[config.mk]
export PLATFORM = sky130hd
export DESIGN_NAME = unpack_top
export DESIGN_NICKNAME = d
export VERILOG_FILES = /design/src/verilog/unpack_pkg.sv /design/src/verilog/field_unpack.sv /design/src/verilog/sync_fifo.sv /design/src/verilog/unpack_top.sv /design/src/verilog/width_acc.sv
export SDC_FILE = /design/constraint.sdc
export NUM_CORES = 1
export LEC_CHECK = 0
export BUFFER_PORTS_ARGS = -buffer_cell sky130_fd_sc_hd__clkbuf_2
export CORE_ASPECT_RATIO = 1.4
export CORE_MARGIN = 4
export CORE_UTILIZATION = 39
export CTS_CLUSTER_SIZE = 25
export DETAILED_ROUTE_END_ITERATION = 6
export PLACE_DENSITY = 0.65
export RECOVER_POWER = 50
export SYNTH_ARGS = -nofsm -noshare
export SYNTH_HDL_FRONTEND = slang
export SYNTH_SLANG_ARGS = --single-unit
export TNS_END_PERCENT = 100
[constraint.sdc]
create_clock -name clk_i -period 5.7 [get_ports clk_i]
set_input_delay 0 -clock clk_i [delete_from_list [all_inputs] [get_ports clk_i]]
set_output_delay 0 -clock clk_i [all_outputs]
set_load 0.01 [all_outputs]
[src/verilog/unpack_pkg.sv]
package unpack_pkg;

   localparam int IN_W      = 32;                 // input word width
   localparam int OUT_W     = 16;                 // widest field and output word
   localparam int WIDTH_W   = $clog2(OUT_W) + 1;  // holds OUT_W itself
   localparam int ACC_W     = WIDTH_W + 1;        // next sum may pass IN_W
   localparam int DBL_W     = 2 * IN_W;           // double-word shift register

   localparam int IN_DEPTH  = 8;
   localparam int OUT_DEPTH = 8;

   // phase counter codes of the unpacker
   localparam logic [1:0] PH_WAIT = 2'd0;  // wait for input, read it
   localparam logic [1:0] PH_LOAD = 2'd1;  // word lands in the register
   localparam logic [1:0] PH_EMIT = 2'd2;  // present fields

   typedef logic [IN_W-1:0]    in_word_t;
   typedef logic [OUT_W-1:0]   out_word_t;

   typedef logic [WIDTH_W-1:0] width_t;
   typedef logic [ACC_W-1:0]   acc_t;
   typedef logic [DBL_W-1:0]   dbl_t;

endpackage

[src/verilog/field_unpack.sv]
`timescale 1ns/1ns

module field_unpack (
   input  logic                           clk_i,
   input  logic                           rst_i,
   input  logic [unpack_pkg::WIDTH_W-1:0] width_i,
   input  logic                           wrap_i,
   input  unpack_pkg::in_word_t           src_data_i,
   input  logic                           src_ready_i,
   output logic                           src_read_o,
   output unpack_pkg::out_word_t          dst_data_o,
   output logic                           dst_write_o,
   input  logic                           dst_ready_i
);

   unpack_pkg::dbl_t      data_q;       // unread bits, left aligned
   unpack_pkg::dbl_t      data_d;
   logic [1:0]            pcnt_q;
   logic [1:0]            pcnt_d;
   unpack_pkg::width_t    lead_q;       // leftover bits ahead of the new word
   unpack_pkg::width_t    lead_d;

   unpack_pkg::acc_t      acc;
   unpack_pkg::acc_t      acc_nxt;
   logic                  acc_clr;
   logic                  acc_en;

   unpack_pkg::acc_t      limit;        // bits held after the last load
   unpack_pkg::acc_t      load_shift;
   unpack_pkg::acc_t      pad_shift;
   unpack_pkg::width_t    field_shift;
   unpack_pkg::out_word_t top_bits;
   logic                  fits;

   // leftover count plus one whole word
   assign limit      = unpack_pkg::acc_t'(unpack_pkg::IN_W) + unpack_pkg::acc_t'(lead_q);
   // places the new word right under the leftover bits
   assign load_shift = unpack_pkg::acc_t'(unpack_pkg::IN_W) - unpack_pkg::acc_t'(lead_q);
   assign pad_shift  = unpack_pkg::acc_t'(unpack_pkg::IN_W) - acc;  // wrapped mode only

   assign fits = (acc_nxt <= limit);

   // top field, right aligned with zero upper bits
   assign top_bits    = data_q[unpack_pkg::DBL_W-1 -: unpack_pkg::OUT_W];
   assign field_shift = unpack_pkg::width_t'(unpack_pkg::OUT_W) - width_i;
   assign dst_data_o  = top_bits >> field_shift;

   always_comb begin
      pcnt_d      = pcnt_q + 2'd1;
      data_d      = data_q;
      lead_d      = lead_q;
      src_read_o  = 1'b0;
      dst_write_o = 1'b0;
      acc_en      = 1'b0;
      acc_clr     = 1'b0;

      case (pcnt_q)
         unpack_pkg::PH_WAIT: begin
            if (src_ready_i) begin
               src_read_o = 1'b1;
            end else begin
               pcnt_d = pcnt_q;  // nothing queued yet
            end
         end
         unpack_pkg::PH_LOAD: begin
            data_d = data_q | (unpack_pkg::dbl_t'(src_data_i) << load_shift);
         end
         unpack_pkg::PH_EMIT: begin
            pcnt_d = pcnt_q;
            if (fits) begin
               if (dst_ready_i) begin
                  dst_write_o = 1'b1;
                  acc_en      = 1'b1;
                  data_d      = data_q << width_i;
               end
            end else begin
               acc_clr = 1'b1;
               if (wrap_i) begin
                  data_d = data_q << pad_shift;  // padding dropped
                  lead_d = '0;
               end else begin
                  // straddling field is finished after the next load
                  lead_d = unpack_pkg::width_t'(limit - acc);
               end
               if (src_ready_i) begin
                  src_read_o = 1'b1;
                  pcnt_d     = unpack_pkg::PH_LOAD;
               end else begin
                  pcnt_d = unpack_pkg::PH_WAIT;
               end
            end
         end
         default: begin
            pcnt_d = unpack_pkg::PH_WAIT;
         end
      endcase
   end

   always_ff @(posedge clk_i) begin
      if (rst_i) begin
         pcnt_q <= unpack_pkg::PH_WAIT;
         data_q <= '0;
         lead_q <= '0;
      end else begin
         pcnt_q <= pcnt_d;
         data_q <= data_d;
         lead_q <= lead_d;
      end
   end

   // bits taken since the last load
   width_acc i_acc (
      .clk_i    (clk_i),
      .rst_i    (rst_i),
      .clear_i  (acc_clr),
      .en_i     (acc_en),
      .incr_i   (width_i),
      .sum_o    (acc),
      .sum_nxt_o(acc_nxt)
   );

   a_width_range : assert property (
      @(posedge clk_i) disable iff (rst_i)
      (width_i >= unpack_pkg::width_t'(1)) &&
      (width_i <= unpack_pkg::width_t'(unpack_pkg::OUT_W))
   ) else $error("field width %0d out of range", width_i);

endmodule

[src/verilog/sync_fifo.sv]
`timescale 1ns/1ns

module sync_fifo #(
   parameter type entry_t = logic,
   parameter int  DEPTH   = 8
) (
   input  logic   clk_i,
   input  logic   rst_i,
   input  logic   wr_i,
   input  entry_t wr_data_i,
   input  logic   rd_i,
   output entry_t rd_data_o,
   output logic   not_full_o,
   output logic   not_empty_o
);

   typedef logic [$clog2(DEPTH)-1:0] ptr_t;
   typedef logic [$clog2(DEPTH):0]   cnt_t;

   entry_t mem [DEPTH];
   ptr_t   wr_ptr;
   ptr_t   rd_ptr;
   cnt_t   count;
   logic   do_wr;
   logic   do_rd;

   assign not_full_o  = (count != cnt_t'(DEPTH));
   assign not_empty_o = (count != '0);

   assign do_wr = wr_i && not_full_o;
   assign do_rd = rd_i && not_empty_o;

   // pointers wrap on their own at a power-of-two depth
   always_ff @(posedge clk_i) begin
      if (rst_i) begin
         wr_ptr <= '0;
         rd_ptr <= '0;
         count  <= '0;
      end else begin
         if (do_wr) begin
            wr_ptr <= wr_ptr + ptr_t'(1);
         end
         if (do_rd) begin
            rd_ptr <= rd_ptr + ptr_t'(1);
         end
         case ({do_wr, do_rd})
            2'b10:   count <= count + cnt_t'(1);
            2'b01:   count <= count - cnt_t'(1);
            default: count <= count;
         endcase
      end
   end

   always_ff @(posedge clk_i) begin
      if (do_wr) begin
         mem[wr_ptr] <= wr_data_i;
      end
   end

   // read data follows the read pulse by one cycle
   always_ff @(posedge clk_i) begin
      if (do_rd) begin
         rd_data_o <= mem[rd_ptr];
      end
   end

   a_no_write_full : assert property (
      @(posedge clk_i) disable iff (rst_i)
      wr_i |-> not_full_o
   ) else $error("write into a full queue");

   a_no_read_empty : assert property (
      @(posedge clk_i) disable iff (rst_i)
      rd_i |-> not_empty_o
   ) else $error("read from an empty queue");

endmodule

[src/verilog/unpack_top.sv]
`timescale 1ns/1ns

module unpack_top (
   input  logic                           clk_i,
   input  logic                           rst_i,
   input  logic [unpack_pkg::WIDTH_W-1:0] cfg_width_i,
   input  logic                           cfg_wrap_i,
   input  logic                           in_write_i,
   input  unpack_pkg::in_word_t           in_data_i,
   output logic                           in_ready_o,
   input  logic                           out_read_i,
   output logic                           out_ready_o,
   output unpack_pkg::out_word_t          out_data_o
);

   logic                  src_ready;
   logic                  src_read;
   unpack_pkg::in_word_t  src_data;
   logic                  dst_ready;
   logic                  dst_write;
   unpack_pkg::out_word_t dst_data;

   sync_fifo #(
      .entry_t(unpack_pkg::in_word_t),
      .DEPTH  (unpack_pkg::IN_DEPTH)
   ) i_in_fifo (
      .clk_i      (clk_i),
      .rst_i      (rst_i),
      .wr_i       (in_write_i),
      .wr_data_i  (in_data_i),
      .rd_i       (src_read),
      .rd_data_o  (src_data),
      .not_full_o (in_ready_o),
      .not_empty_o(src_ready)
   );

   field_unpack i_unpack (
      .clk_i      (clk_i),
      .rst_i      (rst_i),
      .width_i    (cfg_width_i),
      .wrap_i     (cfg_wrap_i),
      .src_data_i (src_data),
      .src_ready_i(src_ready),
      .src_read_o (src_read),
      .dst_data_o (dst_data),
      .dst_write_o(dst_write),
      .dst_ready_i(dst_ready)
   );

   sync_fifo #(
      .entry_t(unpack_pkg::out_word_t),
      .DEPTH  (unpack_pkg::OUT_DEPTH)
   ) i_out_fifo (
      .clk_i      (clk_i),
      .rst_i      (rst_i),
      .wr_i       (dst_write),
      .wr_data_i  (dst_data),
      .rd_i       (out_read_i),
      .rd_data_o  (out_data_o),
      .not_full_o (dst_ready),
      .not_empty_o(out_ready_o)
   );

endmodule

[src/verilog/width_acc.sv]
`timescale 1ns/1ns

module width_acc (
   input  logic                           clk_i,
   input  logic                           rst_i,
   input  logic                           clear_i,
   input  logic                           en_i,
   input  logic [unpack_pkg::WIDTH_W-1:0] incr_i,
   output logic [unpack_pkg::ACC_W-1:0]   sum_o,
   output logic [unpack_pkg::ACC_W-1:0]   sum_nxt_o
);

   // sum if this increment were taken, lets the caller look ahead
   assign sum_nxt_o = sum_o + unpack_pkg::acc_t'(incr_i);

   always_ff @(posedge clk_i) begin
      if (rst_i) begin
         sum_o <= '0;
      end else if (clear_i) begin  // clear wins over enable
         sum_o <= '0;
      end else if (en_i) begin
         sum_o <= sum_nxt_o;
      end
   end

endmodule
==> impl_metrics.ini <==
[outcome]
status = complete, but fails checks
violated_checks = capacitance limit, slew limit

[timing]
grt_setup_unrepaired = no
finalMaxSlewViolations = 337
holdWs_ps = 118
period_needed_ps = 5540
setup_viol = 0
fin_crit_sh_pct = 97.2
hold_violations = 0
max_freq_mhz = 180
timing_worst_slew_pin_value_ps = 2840
tns_ps = 0
slew-limit-headroom_pct = -89.0
clock-skew-final_ps = 24.9

[cells_and_area]
proportion_of_layout_cells_with_a_drive_suffix_above_1_pct = 18.3
fin_nets = 2795
fillerInstances = 7040
insertedDiodeCount = 0
syn_to_final_growth_pct = 13.0
multi_input_area_um2 = 14300
regArea_um2 = 14900

[synth]
ys_types = 101
yosys_warnings = 0
post_synth_instance_area_um2 = 30300
syn_avg_cell_area_um2 = 11.4
number_of_synthesized_flops_with_an_enable_pin = 432
synth_largest_area_cell = sky130_fd_sc_hd__edfxtp_1
library_cell_with_the_highest_instance_count_after_synthesis = sky130_fd_sc_hd__edfxtp_1
ys_ff_latch = 529
synth.net_count = 2730
syn-instance-count = 2653
synth.area.top_cells = sky130_fd_sc_hd__edfxtp_1 43%, sky130_fd_sc_hd__mux4_2 10%, sky130_fd_sc_hd__dfxtp_1 6.4%
ys_dominant_reg_cell = sky130_fd_sc_hd__edfxtp_1
synth_seq_area_share_pct = 49.3
async_flop_share_pct = 0
yosys-top-cells-count = 432 x sky130_fd_sc_hd__edfxtp_1, 363 x sky130_fd_sc_hd__nand2_1, 170 x sky130_fd_sc_hd__nor2_1
synth_top_area_share_pct = 42.9

[power]
power_switching_mw = 6.43
clock_power_share_pct = 23.0
peakVddDrop_mv = 0.379
powerDensity_nw_per_um2 = 458
power_switching_share_pct = 41.0
seq_power_share_pct = 37.3
share_comb_of_total_power_pct = 39.8
static-leakage-power_nw = 11.0
internal-power_mw = 9.25

[critical_path]
worst_setup_path_endpoint = i_unpack.data_q[44]
critPathKind = register to register
timing.critical_path.from_type = register
reg_to_reg_start = i_unpack.i_acc.sum_o[0]
worst-endpoint-arrival_ps = 6040
timing.reg2reg.worst_path_depth = 21
timing.critical_path.fanout_max = 23
reg2reg_slack_ps = 160
timing.critical_path.from = i_unpack.i_acc.sum_o[0]
worst-endpoint-required_ps = 6200
worstReg2RegEnd = i_unpack.data_q[44]
critical_path.endpoint_type = register

[clocking]
cts_num_sinks = 529
clkSlewWorstSetupHoldPaths_ps = 70
cts_root_buf = sky130_fd_sc_hd__clkbuf_16
ctsLongestPathBuffers = 3
postCtsSetupRepairBufs = 0
clkLatencyLatePin_ps = 640
cts.htree.levels = 2
number_of_buffers_created_by_cts = 53
clock_tree_from_tritoncts = built

[global_route]
overflow = 0
grt_antenna_before_repair = 1
first_global_vias = 24000
globalRouteTotalUtil_pct = 27.6
grt_pass1_wl_um = 169000
largest_net_degree_at_the_start_of_global_routing = 66

[floorplan]
die_area_um2 = 82200
core_ar_um2 = 76700
horizontal_die_dimension_um = 243
initial_utilization_pct = 39.4
row_count = 120
num_io_pins = 60
die_y_um = 338

[detailed_routing]
route.detailed.wl_per_inst_um = 30.6
postRouteAntennaNets = 0
route.detailed.vias_per_inst = 6.46
drc = 0
route.vias.total = 24500
drt-initial-drc-count = 2944
routed_wl_um = 116000
drtPass1Iterations = 6

[place]
finalWeightedCongestion = 1.06
port-buffer-count = 59
place.detailed.hpwl_um = 84800

[hold_path]
timing.hold.worst.class = input pin to register

[run]
drv.max_cap_violation_count = 10
-- power by group through the flow --
stage | Clock [mW] | Combinational, mW | Sequential, mW
floorplan | 0 | 4.06 | 5.20
global placement | 0 | 6.05 | 5.86
detailed placement | 0 | 6.09 | 5.87
CTS | 3.68 | 6.13 | 5.79
global route | 3.83 | 6.58 | 5.85
finish | 3.60 | 6.23 | 5.84
-- sequential cells by signal, summed over array words and instances, names as in the netlist, 4 cells and up --
register and flops:
i_out_fifo.rd_data_o 16, i_in_fifo.count 4, i_in_fifo.rd_data_o 32, i_out_fifo.mem 128, i_unpack.lead_q 5, i_in_fifo.mem 256, i_unpack.i_acc.sum_o 6, i_out_fifo.count 4
i_unpack.data_q 64
-- routing by layer --
metal	track usage [%]	up-vias	part of all wire, %
met5	0	-	0.013
met4	21.5	2	9.6
met3	3.83	394	6.1
met2	47.5	1254	49
met1	31.1	12200	35
li1	-	10600	-
-- layout by cell type, fill, tap and decap left out, drive strengths merged, types with 15 or more instances in the layout --
cell | netlist | layout
nor3 | 41 | 41
a31oi | 71 | 71
inv | 32 | 37
mux2i | 93 | 93
o211ai | 15 | 15
a311oi | 55 | 55
dlygate4sd3 | 0 | 38
mux4 | 137 | 137
mux2 | 70 | 70
nand3 | 48 | 48
clkinv | 4 | 22
o22ai | 40 | 40
edfxtp | 432 | 432
nor2 | 172 | 172
ha | 31 | 31
nand2 | 365 | 365
a211oi | 55 | 55
dfxtp | 97 | 97
a2111oi | 63 | 63
o221ai | 22 | 22
a22oi | 58 | 58
a32oi | 17 | 17
a221oi | 21 | 21
clkbuf | 135 | 138
o21ai | 128 | 128
buf | 103 | 142
a21oi | 168 | 168
-- worst min-delay path by stage --
stage,startpoint,endpoint,slack [ps],cells past startpoint
2_1_floorplan,in_data_i[0],i_in_fifo.mem[0][0],100,0
3_3_place_gp,in_data_i[10],i_in_fifo.mem[5][10],260,1
3_5_place_dp,in_data_i[20],i_in_fifo.mem[6][20],270,1
4_1_cts,cfg_width_i[4],i_unpack.data_q[20],90,4
5_1_grt,cfg_width_i[4],i_unpack.data_q[20],140,4
6_report,cfg_width_i[4],i_unpack.data_q[20],120,4
-- logic make-up (layout without fill, tap and decap cells) --
logic type	count (synthesis)	after routing	share of synthesized area [%]
AND/OR/NAND/NOR	689	689	9.83
adder cells (fa/ha/maj)	35	35	1.55
flip-flops	529	529	49.3
XOR/XNOR	28	28	0.811
multiplexers	300	300	15.9
AO/OA/AOI/OAI	798	798	18.6
buffers and inverters	274	383	4.02
-- layout make-up --
cell class                      count  area share [%]
Multi-Input combinational cell   1850            41.8
Sequential cell                   529            43.6
Clock inverter                     29           0.962
Inverter                           36           0.395
Clock buffer                       70            4.28
Timing Repair Buffer              248            5.19
Tap cell                         1037            3.79
-- per-stage QoR --
stage	cells	area [um^2]	util [%]	setup WS (ps)	total power [mW]
2_1_floorplan	2653	30300	-	40.1	9.25
3_3_place_gp	3662	32100	41.9	73.4	11.9
3_5_place_dp	3662	32100	41.9	103	12.0
4_1_cts	3799	34300	44.7	57.3	15.6
5_1_grt	3799	34200	44.6	1.73	16.3
6_report	3799	34200	44.6	160	15.7
-- worst max-delay path: stages (launching register included) --
cell and delay [ps]:
sky130_fd_sc_hd__dfxtp_1 340, sky130_fd_sc_hd__ha_1 210, sky130_fd_sc_hd__inv_1 70, sky130_fd_sc_hd__fa_1 390, sky130_fd_sc_hd__inv_1 70, sky130_fd_sc_hd__a21o_1 110
sky130_fd_sc_hd__a21oi_1 90, sky130_fd_sc_hd__xnor2_1 240, sky130_fd_sc_hd__ha_1 310, sky130_fd_sc_hd__and3_1 200, sky130_fd_sc_hd__a211oi_2 320, sky130_fd_sc_hd__a21o_2 420
sky130_fd_sc_hd__buf_4 330, sky130_fd_sc_hd__a2111oi_0 120, sky130_fd_sc_hd__a311oi_1 810, sky130_fd_sc_hd__o22ai_1 160, sky130_fd_sc_hd__a21oi_1 170, sky130_fd_sc_hd__buf_4 250
sky130_fd_sc_hd__a21oi_1 90, sky130_fd_sc_hd__buf_4 180, sky130_fd_sc_hd__a21oi_1 370, sky130_fd_sc_hd__o22ai_1 130
-- timing repair --
item,4_1_cts,5_1_grt
hold buffers,38,0
hold endpoints to repair,286,0
endpoints found under the setup margin,0,1
resized for setup,0,1
Power figures use the tool's default switching activity.
